<file path="config.mk">
export PLATFORM = sky130hd
export DESIGN_NAME = cache_meta_array
export DESIGN_NICKNAME = d
export VERILOG_FILES = /design/src/logic/cache_pkg.sv /design/src/logic/cache_meta_array.sv
export SDC_FILE = /design/constraint.sdc
export NUM_CORES = 1
export LEC_CHECK = 0
export ABC_AREA = 1
export BUFFER_PORTS_ARGS = -buffer_cell sky130_fd_sc_hd__buf_2
export CELL_PAD_IN_SITES_DETAIL_PLACEMENT = 1
export CELL_PAD_IN_SITES_GLOBAL_PLACEMENT = 1
export CORE_MARGIN = 1
export CORE_UTILIZATION = 46
export CTS_BUF_LIST = sky130_fd_sc_hd__clkbuf_4 sky130_fd_sc_hd__clkbuf_8 sky130_fd_sc_hd__clkbuf_16
export DETAILED_ROUTE_END_ITERATION = 10
export PLACE_DENSITY = 0.77
export SETUP_SLACK_MARGIN = 0.5
export SYNTH_ARGS = -nofsm -noshare
export SYNTH_HDL_FRONTEND = slang
export SYNTH_SLANG_ARGS = --single-unit
export TNS_END_PERCENT = 20
</file>
<file path="constraint.sdc">
create_clock -name clk -period 2.9 [get_ports clk]
set_clock_uncertainty 0.15 [all_clocks]
set_input_delay 0.29 -clock clk [delete_from_list [all_inputs] [get_ports clk]]
set_output_delay 0.29 -clock clk [all_outputs]
set_load 0.05 [all_outputs]
</file>
<file path="src/logic/cache_pkg.sv">
`default_nettype none

package cache_pkg;

  localparam int word_width = 32;
  localparam int byte_count = word_width / 8;
  localparam int word_addr_width = 30;

  localparam int num_lines = 64;
  localparam int beats_per_line = 4;
  localparam int words_per_beat = 4;

  // Derived geometry of the 512-bit line
  localparam int beat_width = word_width * words_per_beat;
  localparam int word_sel_width = $clog2(words_per_beat);
  localparam int beat_sel_width = $clog2(beats_per_line);
  localparam int index_width = $clog2(num_lines);
  localparam int index_lsb = word_sel_width + beat_sel_width;
  localparam int tag_width = word_addr_width - index_lsb - index_width;
  localparam int beat_addr_width = word_addr_width - word_sel_width;
  localparam int bank_depth = num_lines * beats_per_line;

  typedef logic [word_width-1:0] word_t;
  typedef logic [byte_count-1:0] byte_en_t;
  typedef logic [word_addr_width-1:0] word_addr_t;
  typedef logic [beat_width-1:0] beat_t;
  typedef logic [beat_addr_width-1:0] beat_addr_t;
  typedef logic [tag_width-1:0] tag_t;
  typedef logic [index_width-1:0] line_index_t;
  typedef logic [beat_sel_width-1:0] beat_sel_t;
  typedef logic [word_sel_width-1:0] word_sel_t;
  typedef logic [beats_per_line-1:0] dirty_t;

  // A request with all byte enables low is a read
  typedef struct packed {
    word_addr_t addr;
    word_t      data;
    byte_en_t   byte_en;
  } cpu_req_t;

  typedef struct packed {
    logic   valid;
    dirty_t dirty;
    tag_t   tag;
  } meta_entry_t;

  typedef struct packed {
    logic      en;
    logic      fill;
    word_sel_t word_sel;
    byte_en_t  byte_en;
    word_t     word_data;
    beat_t     fill_data;
  } data_write_t;

  typedef enum logic [2:0] {
    sweep,
    idle,
    lookup,
    compare,
    write_back,
    refill
  } cache_state_t;

endpackage

`default_nettype wire

</file>
<file path="src/logic/cache_meta_array.sv">
`timescale 1ns/10ps
`default_nettype none

module cache_meta_array (
  input  logic                    clk,
  input  logic                    reset,
  input  cache_pkg::line_index_t  index,
  input  cache_pkg::tag_t         lookup_tag,
  input  logic                    write_en,
  input  cache_pkg::meta_entry_t  write_entry,
  output cache_pkg::meta_entry_t  entry,
  output logic                    hit
);

  cache_pkg::meta_entry_t entries [cache_pkg::num_lines];
  cache_pkg::tag_t        tag_q;

  // Writes come from the reset sweep and from the controller
  always_ff @(posedge clk) begin
    if (write_en) begin
      entries[index] <= write_entry;
    end
  end

  // Registered read port, so the entry shows up one cycle after the index
  always_ff @(posedge clk) begin
    if (reset) begin
      entry <= '0;
    end else begin
      entry <= entries[index];
    end
  end

  always_ff @(posedge clk) begin
    tag_q <= lookup_tag;
  end

  // Compare against the tag that was presented along with the index
  assign hit = entry.valid && (entry.tag == tag_q);

endmodule

`default_nettype wire

</file>
==> reports/qor.yml, run 1 <==
outcome: "complete, no violations"
max-vdd-ir-drop_mv: 0.590
crit_fanout: 2
cts.sinks: 1645
p_leak_nw: 33.1
worstPathCellList: "xnor2_4 > nand3_2 > nor4_4 > nand3_1 > nor2_2 > buf_6"
firstDrtPassIters: 6
setup_violations: 0
cp-start-kind: "register"
ys_seq_elements: 1645
syn_nets: 6728
syn_area_mm2: 0.0684
worstMarginPinSlew_ps: 1400
finalPower_mw: 52.3
hold_viol_final: 0
relSlewSlack_pct: 6.81
vias_per_cell: 5.59
drc: 0
coreArea_mm2: 0.148
synth_edf_count: 1600
grtUsageTotal_pct: 30.6
fmax_ghz: 0.359
dieHeight_um: 388
cp.required_ps: 2460
syn_area_per_cell_um2: 10.3
cpPeakStageDelay_ps: 430
start_util_pct: 46.3
antenna_found_initial: 16
hpwl_um: 132000
clockRootBuffer: "clkbuf_16"
routed_wl_um: 230000
cts-buffers-inserted: 173
vias: 50200
ys_warn_count: 0
detail_route.wl_per_cell_um: 25.6
ios: 80
fin_nets: 6945
ys_types: 29
clkTransAtPathRegs_ps: 60
seq_area_frac_synth_pct: 71.5
drv_slew: 0
ant_nets: 0
cts_tree: "yes"
grt_max_degree: 118
synth_cells: 6674
cts_max_level: 4
grt_pass1_wl_um: 340000
synth-main-ff-cell: "edfxtp_1"
min_period_over_period_pct: 96.0
critical_path_class: "reg2out"
cts_buffer_depth: 3
cp.arrival_ps: 2350
dieArea_mm2: 0.150
pre_cts_ws_ps: -42.8
drtIter0Drc: 5057
port-buffer-count: 79
row_count: 141
slowest_stage: "dfxtp_4"
die_w_um: 388
rsz0062_at_grt: "yes"
routabilityCongestion: 0.844
min_path_type: "in2reg"
clk_latency_ps: 830
powerDensity_mw_per_mm2: 659
overflow: 0
drv_cap: 0
synthArstFlopShare_pct: 0
worstSetupEndpointType: "primary output"
worst_slack_ps: 115
min_period_ps: 2790
drive_gt1_share_pct: 10.0
syn_to_final_growth_pct: 16.0
grt_pass1_vias: 53300
-- final timing paths --
kind,slack [ps],depth (start not counted),end,from
hold reg to reg,660,6,entry[8],entries[20][8]
hold / removal,30,1,entries[56][13],write_entry[13]
setup / recovery,110,6,hit,entry[16]
setup reg to reg,650,10,entry[2],entries[30][2]
-- per-stage QoR --
stage               std cells  utilization [%]  TNS (ps)  instance area, µm²  hold WS (ps)
floorplan                6674                -         0               68600           168
global placement         8588             49.4     -19.9               73000           246
detailed placement       8588             49.4     -42.8               73000           244
CTS                      8967             53.7         0               79300          1.36
global route             8968             53.7         0               79300          32.9
finish                   8969             53.7         0               79300          30.3
-- synth_stat cells, types with 3 or more instances --
library cell / number / area (µm²)
nand2_1: 4437 / 16700
edfxtp_1: 1600 / 48000
buf_2: 145 / 726
nor2_1: 134 / 503
clkbuf_1: 100 / 375
buf_4: 45 / 338
dfxtp_1: 45 / 901
inv_1: 37 / 139
buf_1: 34 / 128
a21oi_1: 25 / 125
nand3_1: 19 / 95.1
o21ai_1: 8 / 40.0
o211ai_1: 7 / 52.6
buf_6: 5 / 56.3
o21ai_0: 5 / 25.0
nor3_2: 4 / 40.0
xnor2_1: 4 / 35.0
o22ai_1: 3 / 18.8
or2_2: 3 / 18.8
-- critical path, delay by kind of cell (launching register included) --
| kind | cells | cell delay (ps) |
|---|---|---|
| AND/OR/NAND/NOR | 4 | 800 |
| XOR/XNOR | 1 | 140 |
| buffers and inverters | 1 | 170 |
| flip-flops | 1 | 430 |
-- cell type report --
type	count	area, µm²
multi-input combinational	4659	18000
inverter	40	181
clock inverter	80	683
fill	15800	68300
tap	1930	2410
clock buffer	242	4990
timing repair buffer	372	4120
antenna	1	2.50
sequential	1645	49000
-- cells in the final DEF, fill, tap and decap left out, drive strengths merged, types with 2 or more instances in the layout --
master          n
a221oi          2
nor3            5
o21ai          13
nand2        4437
dlygate4sd3    56
a21oi          25
xor2            2
dfxtp          45
bufinv          8
inv            44
nor4            2
buf           315
o22ai           3
xnor2           4
nor2          134
or2             3
clkinv         68
o211ai          7
nand3          19
clkbuf        243
edfxtp       1600
-- registers in the layout, indices dropped and copies added, names as in the netlist --
name / flops
entry: 25
entries: 1600
tag_q: 20
-- timing repair --
item | CTS | global route
buffers inserted | 1 | 1
hold buffers | 56 | 0
gates resized for setup | 34 | 2
endpoints found under the hold margin | 432 | 0
pin swaps | 5 | 3
setup endpoints to repair | 1 | 2
-- power by group --
group	internal (mW)	total, mW	switching, mW
combinational	0.922	3.67	2.74
sequential	26.3	26.4	0.137
clock	12.8	22.2	9.45
-- metal layers --
metal / global-route usage (%) / vias to the layer above / routed length (µm)
met5: 0 / - / 52
met4: 11.0 / 8 / 7880
met3: 5.25 / 430 / 20100
met2: 50.1 / 2209 / 109000
met1: 41.1 / 25500 / 92300
li1: - / 22000 / -
-- cells by family after synthesis --
logic type      after synthesis  share of synthesized area, %
simple gates               4600                          25.3
flops                      1645                          71.5
buf+inv                     370                          2.62
compound gates               53                         0.444
xor+xnor                      6                        0.0768
(Power assumes the default switching activity.)
==> run 2, diff against run 1 <==
- CORE_UTILIZATION: 46 -> 50
- PLACE_DENSITY: 0.77 -> 0.8
- clock period: 2.9 -> 2.7 ns (I/O delays scaled with it)
==> run 2 against run 1 <==
  * The run now ends with setup timing left
  * Non-clock buffer count increased by 67
  * Sequential share of layout area decreased by 0.57 points
  * Sequential cell count unchanged
  * Critical path type unchanged
==> reports/qor.yml, run 2 (same netlist as run 1, synthesis figures left out) <==
critical_path_class: "reg2out"
relSlewSlack_pct: 25.4
firstDrtPassIters: 5
slowest_stage: "dfxtp_2"
overflow: 0
n_fill_cell: 14200
start_util_pct: 50.4
ios: 80
routed_wl_um: 233000
seqPwrFrac_pct: 49.8
row_count: 135
outcome: "finished with violations"
worstSetupEndpointType: "primary output"
cpPeakStageDelay_ps: 450
powerDensity_mw_per_mm2: 711
intPower_mw: 43.6
rsz0062_at_grt: "yes"
cp.required_ps: 2280
clk_latency_ps: 820
cp-start-kind: "register"
comb_power_share_pct: 7.3
regMostFlops: "entries"
min_to: "entries[54][1]"
routabilityCongestion: 0.869
p_leak_nw: 33.5
p_sw_share_pct: 23.4
vias_per_cell: 5.76
cp.arrival_ps: 2440
vias: 51100
cts_tree: "yes"
fin_tns_setup_ps: -162
crit_fanout: 2
worstMarginPinSlew_ps: 1120
cts_buffer_depth: 3
syn_to_final_growth_pct: 17.1
drive_gt1_share_pct: 10.8
worstHoldStart: "write_entry[1]"
ant_nets: 0
grt_max_degree: 84
antenna_found_initial: 6
setup_violations: 1
grt_pass1_vias: 53900
dieArea_mm2: 0.138
dieHeight_um: 372
grtUsageTotal_pct: 33.7
die_w_um: 372
violations: "setup timing"
r2r-start: "entries[54][22]"
hold_ws_ps: 55.9
drv_slew: 0
clkTransAtPathRegs_ps: 60
clockRootBuffer: "clkbuf_16"
fin_nets: 7011
fmax_ghz: 0.349
drv_cap: 0
switching_power_mw: 13.3
holdPathStages: 1
min_period_ps: 2860
cts_max_level: 4
max-vdd-ir-drop_mv: 0.507
ff2ff_setup_slack_ps: 500
cts-buffers-inserted: 172
hpwl_um: 136000
min_period_over_period_pct: 106
worstPathCellList: "inv_1 > nand2_1 > o21ai_0 > a221oi_1 > nand3_2 > nor2_4 > buf_8"
p_clk_share_pct: 42.9
r2r_cells: 10
layout_top_registers: "entries x1600, entry x25, tag_q x20"
drc: 0
hold_viol_final: 0
timing.rr.end: "entry[22]"
layout_commonest_cell: "nand2_1"
min_path_type: "in2reg"
grt_pass1_wl_um: 341000
drtIter0Drc: 5832
final_cell_mix: "nand2_1 (4434), edfxtp_1 (1600), clkbuf_16 (180)"
worst_slack_ps: -162
port-buffer-count: 79
coreArea_mm2: 0.136
detail_route.wl_per_cell_um: 26.3
cts.sinks: 1645
largest_register_ffs: 1600
## run 2: how the worst max path moves through the flow
stage,start,to,slack (ps)
6_report,entry[13],hit,-160
5_1_grt,entry[13],hit,-150
4_1_cts,entry[3],hit,50
3_5_place_dp,index[2],entries[37][15],50
3_3_place_gp,index[0],entry[4],150
2_1_floorplan,index[0],entries[0][0],160
## run 2: cell type report
| class | instances | area, µm² | area share [%] |
|---|---|---|---|
| tap | 1781 | 2230 | 2.78 |
| sequential | 1645 | 49000 | 61.2 |
| antenna | 2 | 5.00 | 0.00625 |
| inverter | 40 | 183 | 0.228 |
| multi-input combinational | 4659 | 18000 | 22.5 |
| timing repair buffer | 439 | 4960 | 6.19 |
| clock inverter | 90 | 868 | 1.08 |
| clock buffer | 224 | 4870 | 6.08 |
## run 2: what timing repair did
action	4_1_cts	5_1_grt
endpoints found under the setup margin	4	1
pin swaps	3	7
hold buffers	63	0
gates resized for setup	24	26
buffers inserted	1	2
hold endpoints to repair	729	0
## run 2: metal layers
| layer | share of wire, % | global-route usage (%) | routed length [µm] |
|---|---|---|---|
| met5 | 0.016 | 0 | 38 |
| met2 | 47 | 55.1 | 110000 |
| met4 | 4.5 | 15.0 | 10500 |
| met1 | 39 | 44.7 | 90400 |
| met3 | 9.4 | 5.39 | 21800 |
## run 2: worst max-delay path, delay by kind of cell (launching register included)
family	cells	cell delay [ps]
AND/OR/NAND/NOR	3	460
AO/OA/AOI/OAI	2	430
buffers and inverters	2	290
flip-flops	1	450
## run 2: power by group through the flow
stage	clock, mW	combinational (mW)	sequential (mW)
CTS	24.5	4.03	28.4
floorplan	0	1.86	28.9
finish	24.4	4.13	28.4
global placement	0	3.67	28.9
detailed placement	0	3.85	28.9
global route	25.3	4.39	28.4
## run 2: per-stage QoR
step | cell area [µm²] | utilization, % | power, mW | cells | worst slack [ps]
4_1_cts | 80000 | 59.0 | 56.9 | 8876 | 53.7
3_3_place_gp | 73600 | 54.2 | 32.5 | 8498 | 148
5_1_grt | 80100 | 59.1 | 58.1 | 8878 | -147
2_1_floorplan | 68600 | - | 30.8 | 6674 | 163
3_5_place_dp | 73600 | 54.2 | 32.7 | 8498 | 47.4
6_report | 80100 | 59.1 | 56.9 | 8880 | -162
