--- src/logic/cache_pkg.sv ---
`default_nettype none

package cache_pkg;

  localparam int word_width = 32;
  localparam int byte_count = word_width / 8;
  localparam int word_addr_width = 30;

  localparam int num_lines = 64;
  localparam int beats_per_line = 4;
  localparam int words_per_beat = 4;

  // Derived geometry of the 512-bit line
  localparam int beat_width = word_width * words_per_beat;
  localparam int word_sel_width = $clog2(words_per_beat);
  localparam int beat_sel_width = $clog2(beats_per_line);
  localparam int index_width = $clog2(num_lines);
  localparam int index_lsb = word_sel_width + beat_sel_width;
  localparam int tag_width = word_addr_width - index_lsb - index_width;
  localparam int beat_addr_width = word_addr_width - word_sel_width;
  localparam int bank_depth = num_lines * beats_per_line;

  typedef logic [word_width-1:0] word_t;
  typedef logic [byte_count-1:0] byte_en_t;
  typedef logic [word_addr_width-1:0] word_addr_t;
  typedef logic [beat_width-1:0] beat_t;
  typedef logic [beat_addr_width-1:0] beat_addr_t;
  typedef logic [tag_width-1:0] tag_t;
  typedef logic [index_width-1:0] line_index_t;
  typedef logic [beat_sel_width-1:0] beat_sel_t;
  typedef logic [word_sel_width-1:0] word_sel_t;
  typedef logic [beats_per_line-1:0] dirty_t;

  // A request with all byte enables low is a read
  typedef struct packed {
    word_addr_t addr;
    word_t      data;
    byte_en_t   byte_en;
  } cpu_req_t;

  typedef struct packed {
    logic   valid;
    dirty_t dirty;
    tag_t   tag;
  } meta_entry_t;

  typedef struct packed {
    logic      en;
    logic      fill;
    word_sel_t word_sel;
    byte_en_t  byte_en;
    word_t     word_data;
    beat_t     fill_data;
  } data_write_t;

  typedef enum logic [2:0] {
    sweep,
    idle,
    lookup,
    compare,
    write_back,
    refill
  } cache_state_t;

endpackage

`default_nettype wire

--- src/logic/cache_controller.sv ---
`timescale 1ns/10ps
`default_nettype none

module cache_controller (
  input  logic                    clk,
  input  logic                    reset,

  input  logic                    cpu_req_valid,
  input  cache_pkg::cpu_req_t     cpu_req,
  output logic                    cpu_req_ready,
  output logic                    cpu_resp_valid,
  output cache_pkg::word_t        cpu_resp_data,

  output logic                    mem_req_valid,
  output cache_pkg::beat_addr_t   mem_req_addr,
  output logic                    mem_req_rw,
  output logic                    mem_req_data_valid,
  output cache_pkg::beat_t        mem_req_data,
  input  logic                    mem_req_ready,
  input  logic                    mem_req_data_ready,
  input  logic                    mem_resp_valid,
  input  cache_pkg::beat_t        mem_resp_data,

  output cache_pkg::line_index_t  meta_index,
  output cache_pkg::tag_t         lookup_tag,
  output logic                    meta_write_en,
  output cache_pkg::meta_entry_t  meta_write_entry,
  input  cache_pkg::meta_entry_t  meta_entry,
  input  logic                    meta_hit,

  output cache_pkg::line_index_t  data_index,
  output cache_pkg::beat_sel_t    data_beat,
  output cache_pkg::data_write_t  data_write,
  input  cache_pkg::beat_t        data_read_beat
);

  cache_pkg::cache_state_t state;
  cache_pkg::cache_state_t next_state;
  cache_pkg::cpu_req_t     req_q;
  cache_pkg::tag_t         req_tag;
  cache_pkg::tag_t         victim_tag_q;
  cache_pkg::line_index_t  req_index;
  cache_pkg::line_index_t  sweep_count;
  cache_pkg::beat_sel_t    req_beat;
  cache_pkg::beat_sel_t    beat_count;
  cache_pkg::beat_sel_t    wb_beat;
  cache_pkg::word_sel_t    req_word;
  cache_pkg::dirty_t       dirty_q;
  cache_pkg::dirty_t       dirty_left;
  logic                    req_is_write;
  logic                    write_hit;
  logic                    waiting;
  logic                    wb_loaded;
  logic                    addr_done;
  logic                    data_done;
  logic                    wb_finish;
  logic                    resp_take;
  logic                    last_fill;

  assign req_tag = req_q.addr[cache_pkg::word_addr_width-1 -: cache_pkg::tag_width];
  assign req_index = req_q.addr[cache_pkg::index_lsb +: cache_pkg::index_width];
  assign req_beat = req_q.addr[cache_pkg::word_sel_width +: cache_pkg::beat_sel_width];
  assign req_word = req_q.addr[cache_pkg::word_sel_width-1:0];
  assign req_is_write = |req_q.byte_en;

  assign cpu_req_ready = (state == cache_pkg::idle);
  assign write_hit = (state == cache_pkg::compare) && meta_hit && req_is_write;

  // Victim beats go out lowest first
  always_comb begin
    wb_beat = '0;
    for (int b = cache_pkg::beats_per_line - 1; b >= 0; b--) begin
      if (dirty_q[b]) begin
        wb_beat = cache_pkg::beat_sel_t'(b);
      end
    end
  end

  assign dirty_left = dirty_q & ~(cache_pkg::dirty_t'(1) << wb_beat);

  // A beat is retired once both the address and the data handshake are done
  assign wb_finish = (state == cache_pkg::write_back) && wb_loaded &&
                     (addr_done || mem_req_ready) && (data_done || mem_req_data_ready);
  assign resp_take = (state == cache_pkg::refill) && mem_resp_valid;
  assign last_fill = resp_take &&
                     (beat_count == cache_pkg::beat_sel_t'(cache_pkg::beats_per_line - 1));

  assign mem_req_rw = (state == cache_pkg::write_back);
  assign mem_req_valid = mem_req_rw ? (wb_loaded && !addr_done)
                                    : ((state == cache_pkg::refill) && !waiting);
  assign mem_req_data_valid = mem_req_rw && wb_loaded && !data_done;
  assign mem_req_addr = mem_req_rw ? {victim_tag_q, req_index, wb_beat}
                                   : {req_tag, req_index, beat_count};
  assign mem_req_data = data_read_beat;

  assign lookup_tag = req_tag;
  assign data_index = req_index;

  always_comb begin
    case (state)
      cache_pkg::write_back: data_beat = wb_beat;
      cache_pkg::refill:     data_beat = beat_count;
      default:               data_beat = req_beat;
    endcase
  end

  always_comb begin
    data_write = '0;
    data_write.en = write_hit || resp_take;
    data_write.fill = (state == cache_pkg::refill);
    data_write.word_sel = req_word;
    data_write.byte_en = req_q.byte_en;
    data_write.word_data = req_q.data;
    data_write.fill_data = mem_resp_data;
  end

  always_comb begin
    meta_index = req_index;
    meta_write_en = 1'b0;
    meta_write_entry = '0;
    if (state == cache_pkg::sweep) begin
      meta_index = sweep_count;
      meta_write_en = 1'b1;
    end else if (write_hit) begin
      meta_write_en = 1'b1;
      meta_write_entry.valid = 1'b1;
      meta_write_entry.dirty = meta_entry.dirty | (cache_pkg::dirty_t'(1) << req_beat);
      meta_write_entry.tag = req_tag;
    end else if (last_fill) begin
      // Line is complete, so it becomes valid and clean
      meta_write_en = 1'b1;
      meta_write_entry.valid = 1'b1;
      meta_write_entry.tag = req_tag;
    end
  end

  always_comb begin
    next_state = state;
    case (state)
      cache_pkg::sweep: begin
        if (sweep_count == cache_pkg::line_index_t'(cache_pkg::num_lines - 1)) begin
          next_state = cache_pkg::idle;
        end
      end
      cache_pkg::idle: begin
        if (cpu_req_valid) begin
          next_state = cache_pkg::lookup;
        end
      end
      cache_pkg::lookup: next_state = cache_pkg::compare;
      cache_pkg::compare: begin
        if (meta_hit) begin
          next_state = cache_pkg::idle;
        end else if (meta_entry.valid && |meta_entry.dirty) begin
          next_state = cache_pkg::write_back;
        end else begin
          next_state = cache_pkg::refill;
        end
      end
      cache_pkg::write_back: begin
        if (wb_finish && dirty_left == '0) begin
          next_state = cache_pkg::refill;
        end
      end
      cache_pkg::refill: begin
        if (last_fill) begin
          next_state = cache_pkg::lookup;
        end
      end
      default: next_state = cache_pkg::sweep;
    endcase
  end

  always_ff @(posedge clk) begin
    if (reset) begin
      state <= cache_pkg::sweep;
      sweep_count <= '0;
      beat_count <= '0;
      dirty_q <= '0;
      waiting <= 1'b0;
      wb_loaded <= 1'b0;
      addr_done <= 1'b0;
      data_done <= 1'b0;
      cpu_resp_valid <= 1'b0;
    end else begin
      state <= next_state;
      cpu_resp_valid <= (state == cache_pkg::compare) && meta_hit;
      if (state == cache_pkg::sweep) begin
        sweep_count <= sweep_count + 1'b1;
      end
      if (state == cache_pkg::compare) begin
        dirty_q <= meta_entry.valid ? meta_entry.dirty : '0;
        beat_count <= '0;
        waiting <= 1'b0;
        wb_loaded <= 1'b0;
        addr_done <= 1'b0;
        data_done <= 1'b0;
      end
      // First cycle of each beat only reads it out of the data array
      if (state == cache_pkg::write_back) begin
        if (wb_finish) begin
          dirty_q <= dirty_left;
          wb_loaded <= 1'b0;
          addr_done <= 1'b0;
          data_done <= 1'b0;
        end else begin
          wb_loaded <= 1'b1;
          if (mem_req_valid && mem_req_ready) begin
            addr_done <= 1'b1;
          end
          if (mem_req_data_valid && mem_req_data_ready) begin
            data_done <= 1'b1;
          end
        end
      end
      if (state == cache_pkg::refill) begin
        if (resp_take) begin
          waiting <= 1'b0;
          beat_count <= beat_count + 1'b1;
        end else if (mem_req_valid && mem_req_ready) begin
          waiting <= 1'b1;
        end
      end
    end
  end

  always_ff @(posedge clk) begin
    if (cpu_req_valid && cpu_req_ready) begin
      req_q <= cpu_req;
    end
    if (state == cache_pkg::compare) begin
      victim_tag_q <= meta_entry.tag;
    end
    // On a write this is the word as it was before the update
    if (state == cache_pkg::compare && meta_hit) begin
      cpu_resp_data <= data_read_beat[req_word*cache_pkg::word_width +: cache_pkg::word_width];
    end
  end

endmodule

`default_nettype wire

--- config.mk ---
export PLATFORM = sky130hd
export DESIGN_NAME = cache_controller
export DESIGN_NICKNAME = d
export VERILOG_FILES = /design/src/logic/cache_pkg.sv /design/src/logic/cache_controller.sv
export SDC_FILE = /design/constraint.sdc
export NUM_CORES = 1
export LEC_CHECK = 0
export BUFFER_PORTS_ARGS = -buffer_cell sky130_fd_sc_hd__buf_2
export CAP_MARGIN = 0
export CORE_AREA = 3 3 298 300
export CTS_CLUSTER_DIAMETER = 100
export DETAILED_ROUTE_END_ITERATION = 8
export DIE_AREA = 0 0 301 303
export SLEW_MARGIN = 40
export SYNTH_ARGS = -nofsm -noshare
export SYNTH_HDL_FRONTEND = slang
export SYNTH_SLANG_ARGS = --single-unit
--- constraint.sdc ---
create_clock -name clk -period 3.4 [get_ports clk]
set_clock_uncertainty 0.2 [all_clocks]
set_input_delay 0.34 -clock clk [delete_from_list [all_inputs] [get_ports clk]]
set_output_delay 0.34 -clock clk [all_outputs]
set_load 0.03 [all_outputs]
==> flow_summary.ini, run 1 <==
[floorplanning]
fp.dieW_um = 301
rows = 108
dieArea_um2 = 91200
start_util_pct = 9.142
coreArea_um2 = 86480
die_h_um = 303
ios = 775

[synth]
synth_top_cell_area_share_pct = 44.82
synth_ff_type = edfxtp_1
syn_avg_cell_area_um2 = 12.00
synth.distinct_cells = 50
ys_async_sr_fraction_pct = 0
syn_nets = 1015
ys_ff_latch = 138
postSynthCellCount = 659
synth_edf_count = 118
yosysWarningCount = 0
yosys.area.top_type = edfxtp_1
seq_area_frac_synth_pct = 49.88
synthTopCellsByArea = edfxtp_1, buf_4, mux4_2, dfxtp_1, nand2_1
syn_area_um2 = 7906

[worst_setup_path]
crit_path_start_kind = register
cp.required_ns = 2.86
r2r_slack_ns = 0.76
cp.arrival_ns = 2.51
end_kind = output pin
cp_max_fo = 22
path_class = reg -> out

[clock_tree]
cts_buffer_depth = 2
cts_tree = yes
clk_latency_ns = 0.48
numCtsBuffers = 17
htreeDepth = 4
numClockSinks = 138
path_clk_slew_ns = 0.07
root_buffer = clkbuf_16

[timing]
finalHoldViolations = 0
rsz0062_at_grt = false
fin_crit_sh_pct = 89.84
maxSlewViolCount = 0
finalWorstSetupSlack_ns = 0.3455
finalCriticalPeriod_ns = 3.054
finalSetupViolations = 0
tns_ns = 0
worst_slew_margin_rel_pct = 59.65
fmax_mhz = 327.4
tightest_slew_ns = 0.6052

[routing]
first_pass_iters = 5
wl_per_cell_um = 16.39
antenna_left = 0
via_per_inst = 2.887
wirelength_mm = 36.45
drc = 0
num_vias = 6420
drtIter0Drc = 285

[hold_path]
hold_path.class = in -> reg

[placement]
placement.io_buffers = 518
post-place-ws_ns = 0.7159
dp.cells = 2058
place_area_um2 = 9953
place_congestion = 0.8868
hpwl_mm = 28.66

[pwr]
vdd_ir_drop_max_uv = 407.3
p_leak_nw = 4.898
power_density_nw_per_um2 = 420.1

[finish]
mostFrequentLayoutCells = buf_2, dlygate4sd3_1, edfxtp_1
final_common_cell = buf_2
final_area_um2 = 11840
nNetsFinal = 1405
layout-drive-gt1-share_pct = 56.97
syn_to_final_growth_pct = 49.72
instances_no_fill = 2224

[run_status]
status = finished clean

[job]
maxCapViolCount = 0

[global_route]
track_usage_pct = 7.793
overflow = 0
grt_antenna_before_repair = 13
grt_pass1_vias = 6568
grt_pass1_wl_mm = 47.95
grt_max_degree = 34
## what timing repair did
action	4_1_cts	5_1_grt
hold buffers	127	0
hold endpoints to repair	123	0
setup endpoints to repair	0	1
resized for setup	0	1
buffers inserted	0	0
## path summary, 6_finish.rpt
check                startpoint                  end  cells past startpoint
max                    state[0]  meta_write_entry[7]                      7
min          data_read_beat[76]    cpu_resp_data[12]                      2
max reg2reg            state[0]           dirty_q[1]                      7
min reg2reg          dirty_q[0]           dirty_q[0]                      2
## per-stage QoR
stage	util (%)	hold slack, ns	total power [W]
2_1_floorplan	-	0.2389	0.002900
4_1_cts	13.66	0.001403	0.005123
6_report	13.69	0.06890	0.004973
3_5_place_dp	11.51	0.2870	0.002886
5_1_grt	13.67	0.02168	0.005233
3_3_place_gp	11.51	0.2858	0.002879
## worst max-delay path: stages, from the launching register on
cell and delay [ns]:
dfxtp_1 0.63, nand3b_1 0.34, inv_2 0.15, nand3_2 0.13
a21boi_4 0.15, buf_4 0.24, nor2b_1 0.16, buf_2 0.21
## kinds of logic after synthesis
kind of cell               after synthesis  share of synthesized area, %
DFF                                    138                         49.88
AOI/OAI and AO/OA                       36                         3.324
muxes                                   40                         10.22
adders and majority gates                3                        0.4431
and+or+nand+nor                        146                         8.688
xor gates and xnor gates                 5                        0.5539
buffers and inverters                  291                         26.89
## routing by layer
metal / vias to the layer above / track usage (%) / wire length (um)
li1: 2820 / - / -
met1: 2962 / 8.127 / 13250
met2: 587 / 11.71 / 16150
met3: 43 / 5.868 / 6090
met4: 8 / 3.176 / 816
met5: - / 1.058 / 148
## synth_stat cells, drive strengths merged (3+ instances only)
library cell  count
dfxtp            20
buf             275
inv               6
o21ai             4
mux4             32
a21oi            10
edfxtp          118
nand3             7
clkbuf            9
mux2              6
nor2b            24
nand2b            3
nor2             23
nand2            72
nor3b             3
a22oi             3
xor2              4
and2              4
o21a              3
## where the power goes
part | switching, W | total, W | internal, W
clock network | 0.000906 | 0.00200 | 0.00110
registers | 0.0000472 | 0.00196 | 0.00191
logic | 0.000601 | 0.00101 | 0.000413
## state kept, by name, indices dropped and copies added, names as in the netlist
name,cells
beat_count,2
victim_tag_q,20
data_write,38
dirty_q,4
wb_loaded,1
lookup_tag,20
data_done,1
addr_done,1
req_beat,2
state,3
waiting,1
sweep_count,6
cpu_resp_valid,1
cpu_resp_data,32
data_index,6
## final cells by class
type | count | area (um^2)
diodes | 7 | 17.52
clock buffers | 18 | 429.2
clock inverters | 14 | 162.7
fillers | 9778 | 74650
inverters | 7 | 31.28
multi-input cells | 230 | 1841
flip-flops and latches | 138 | 3944
well taps | 1155 | 1445
repair buffers | 655 | 3968
Power figures use the tool's default switching activity.
==> run 2: changes to the inputs <==
PLACE_DENSITY = 0.38   (was not set)
==> run 2 against run 1 <==
  * Power up 0.67%
  * Clock-buffer cell count up 1
  * Non-clock buffer count down 16
  * Combinational power about the same
  * Final area down 1.2%
  * Wire length up 1.9%
  * First-iteration DRC count up 12%
  * Die area unchanged
  * Worst setup slack worse by 0.050 ns
  * Highest routed layer unchanged
==> flow_summary.ini, run 2 (same netlist as run 1, synthesis figures left out) <==
[finish]
syn_to_final_growth_pct = 47.90
layout-drive-gt1-share_pct = 57.55
mostFrequentLayoutCells = buf_2, edfxtp_1, dlygate4sd3_1
fill_cells = 9847
largest_reg_flops = 38
nNetsFinal = 1389
final_area_um2 = 11690
final_common_cell = buf_2
post-route-util_pct = 13.52

[worst_setup_path]
end_kind = output pin
reg2regPathDepth = 7
cp_max_fo = 22
path_class = reg -> out
cp.arrival_ns = 2.56
crit_chain = or4_1, nand3_2, a21boi_4, nor2b_1, buf_2
rr_startpoint = state[0]
crit_path_end = meta_write_entry[9]
crit_path_start_kind = register
reg2reg_to = dirty_q[1]
cp.required_ns = 2.86
max_stage_delay_ns = 0.64
critPathSlowestCell = a21boi_4
r2r_slack_ns = 0.74
crit_start = data_write[161]

[global_route]
overflow = 0
grt_max_degree = 38
grt_antenna_before_repair = 9
grt_pass1_wl_mm = 49.33
grt_pass1_vias = 6664
track_usage_pct = 7.871

[routing]
wirelength_mm = 37.13
num_vias = 6350
wl_per_cell_um = 16.84
drc = 0
first_pass_iters = 4
via_per_inst = 2.880
drtIter0Drc = 320
antenna_left = 0

[clock_tree]
path_clk_slew_ns = 0.07
root_buffer = clkbuf_16
cts_buffer_depth = 2
clk_latency_ns = 0.47
cts_tree = yes
cts_setup_buffers = 0
numClockSinks = 138
numCtsBuffers = 17
htreeDepth = 4
cts_resized = 0
hold_buffers = 113

[floorplanning]
coreArea_um2 = 86480
fp.dieW_um = 301
rows = 108
start_util_pct = 9.142
dieArea_um2 = 91200
die_h_um = 303
ios = 775

[placement]
post-place-ws_ns = 0.7424
place_area_um2 = 9951
hpwl_mm = 30.36
place_congestion = 0.9370
placement.io_buffers = 518

[timing]
finalSetupViolations = 0
finalWorstSetupSlack_ns = 0.2953
rsz0062_at_grt = false
fmax_mhz = 322.1
tightest_slew_ns = 0.7593
finalCriticalPeriod_ns = 3.105
worst_slew_margin_rel_pct = 49.25
maxSlewViolCount = 0
finalHoldViolations = 0
fin_crit_sh_pct = 91.31
tns_ns = 0

[pwr]
p_leak_nw = 4.836
power_density_nw_per_um2 = 428.1
vdd_ir_drop_max_uv = 370.1

[job]
maxCapViolCount = 0

[hold_path]
hold_path.class = in -> reg

[run_status]
status = finished clean
run 2: changes by cell type in the layout (fill, tap and decap cells not counted), sizes merged, moves of 2 or more:
cell,before,now
dlygate4sd3,127,113
diode,7,4
inv,12,8
buf,528,526
run 2: area by class of cell:
class | count | area, um^2 | area share, %
diodes | 4 | 10.01 | 0.08560
multi-input cells | 230 | 1841 | 15.74
clock buffers | 19 | 432.9 | 3.702
repair buffers | 639 | 3821 | 32.68
clock inverters | 13 | 168.9 | 1.444
inverters | 7 | 31.28 | 0.2675
well taps | 1155 | 1445 | 12.36
flip-flops and latches | 138 | 3944 | 33.73
run 2: routing by layer:
metal  GRT usage (%)  vias up  wire [um]
met5          0.6349        -        109
met4           2.817        6        750
met3           5.195       38       5144
met2           12.04      496      16880
met1           8.677     3026      14240
li1                -     2784          -
run 2: critical path: cells and delay by family (launching register included):
family,cells,cell delay (ns)
simple gates,3,0.85
compound gates,1,0.64
flops,1,0.37
buf+inv,1,0.21
run 2: worst min-delay path by stage:
| stage | cells past startpoint | start | endpoint | slack [ns] |
|---|---|---|---|---|
| after floorplan | 0 | cpu_req[40] | data_index[0] | 0.24 |
| after global placement | 2 | dirty_q[1] | dirty_q[1] | 0.28 |
| after detailed placement | 2 | dirty_q[1] | dirty_q[1] | 0.30 |
| after CTS | 2 | data_read_beat[23] | cpu_resp_data[23] | 0.0005 |
| after global routing | 2 | data_read_beat[23] | cpu_resp_data[23] | 0.03 |
| final | 2 | data_read_beat[55] | cpu_resp_data[23] | 0.08 |
run 2: per-stage QoR:
stage               std cells  hold WS [ns]  power [W]
floorplan                 659        0.2389   0.002900
CTS                      2201     0.0005134   0.005185
finish                   2205       0.07730   0.005006
global placement         2056        0.2786   0.002936
global route             2204       0.02727   0.005260
detailed placement       2056        0.3027   0.002936
run 2: report_power, final:
group          total [W]  internal [W]  switching [W]
clock network    0.00202       0.00116       0.000860
logic            0.00103      0.000400       0.000629
registers        0.00196       0.00191      0.0000501
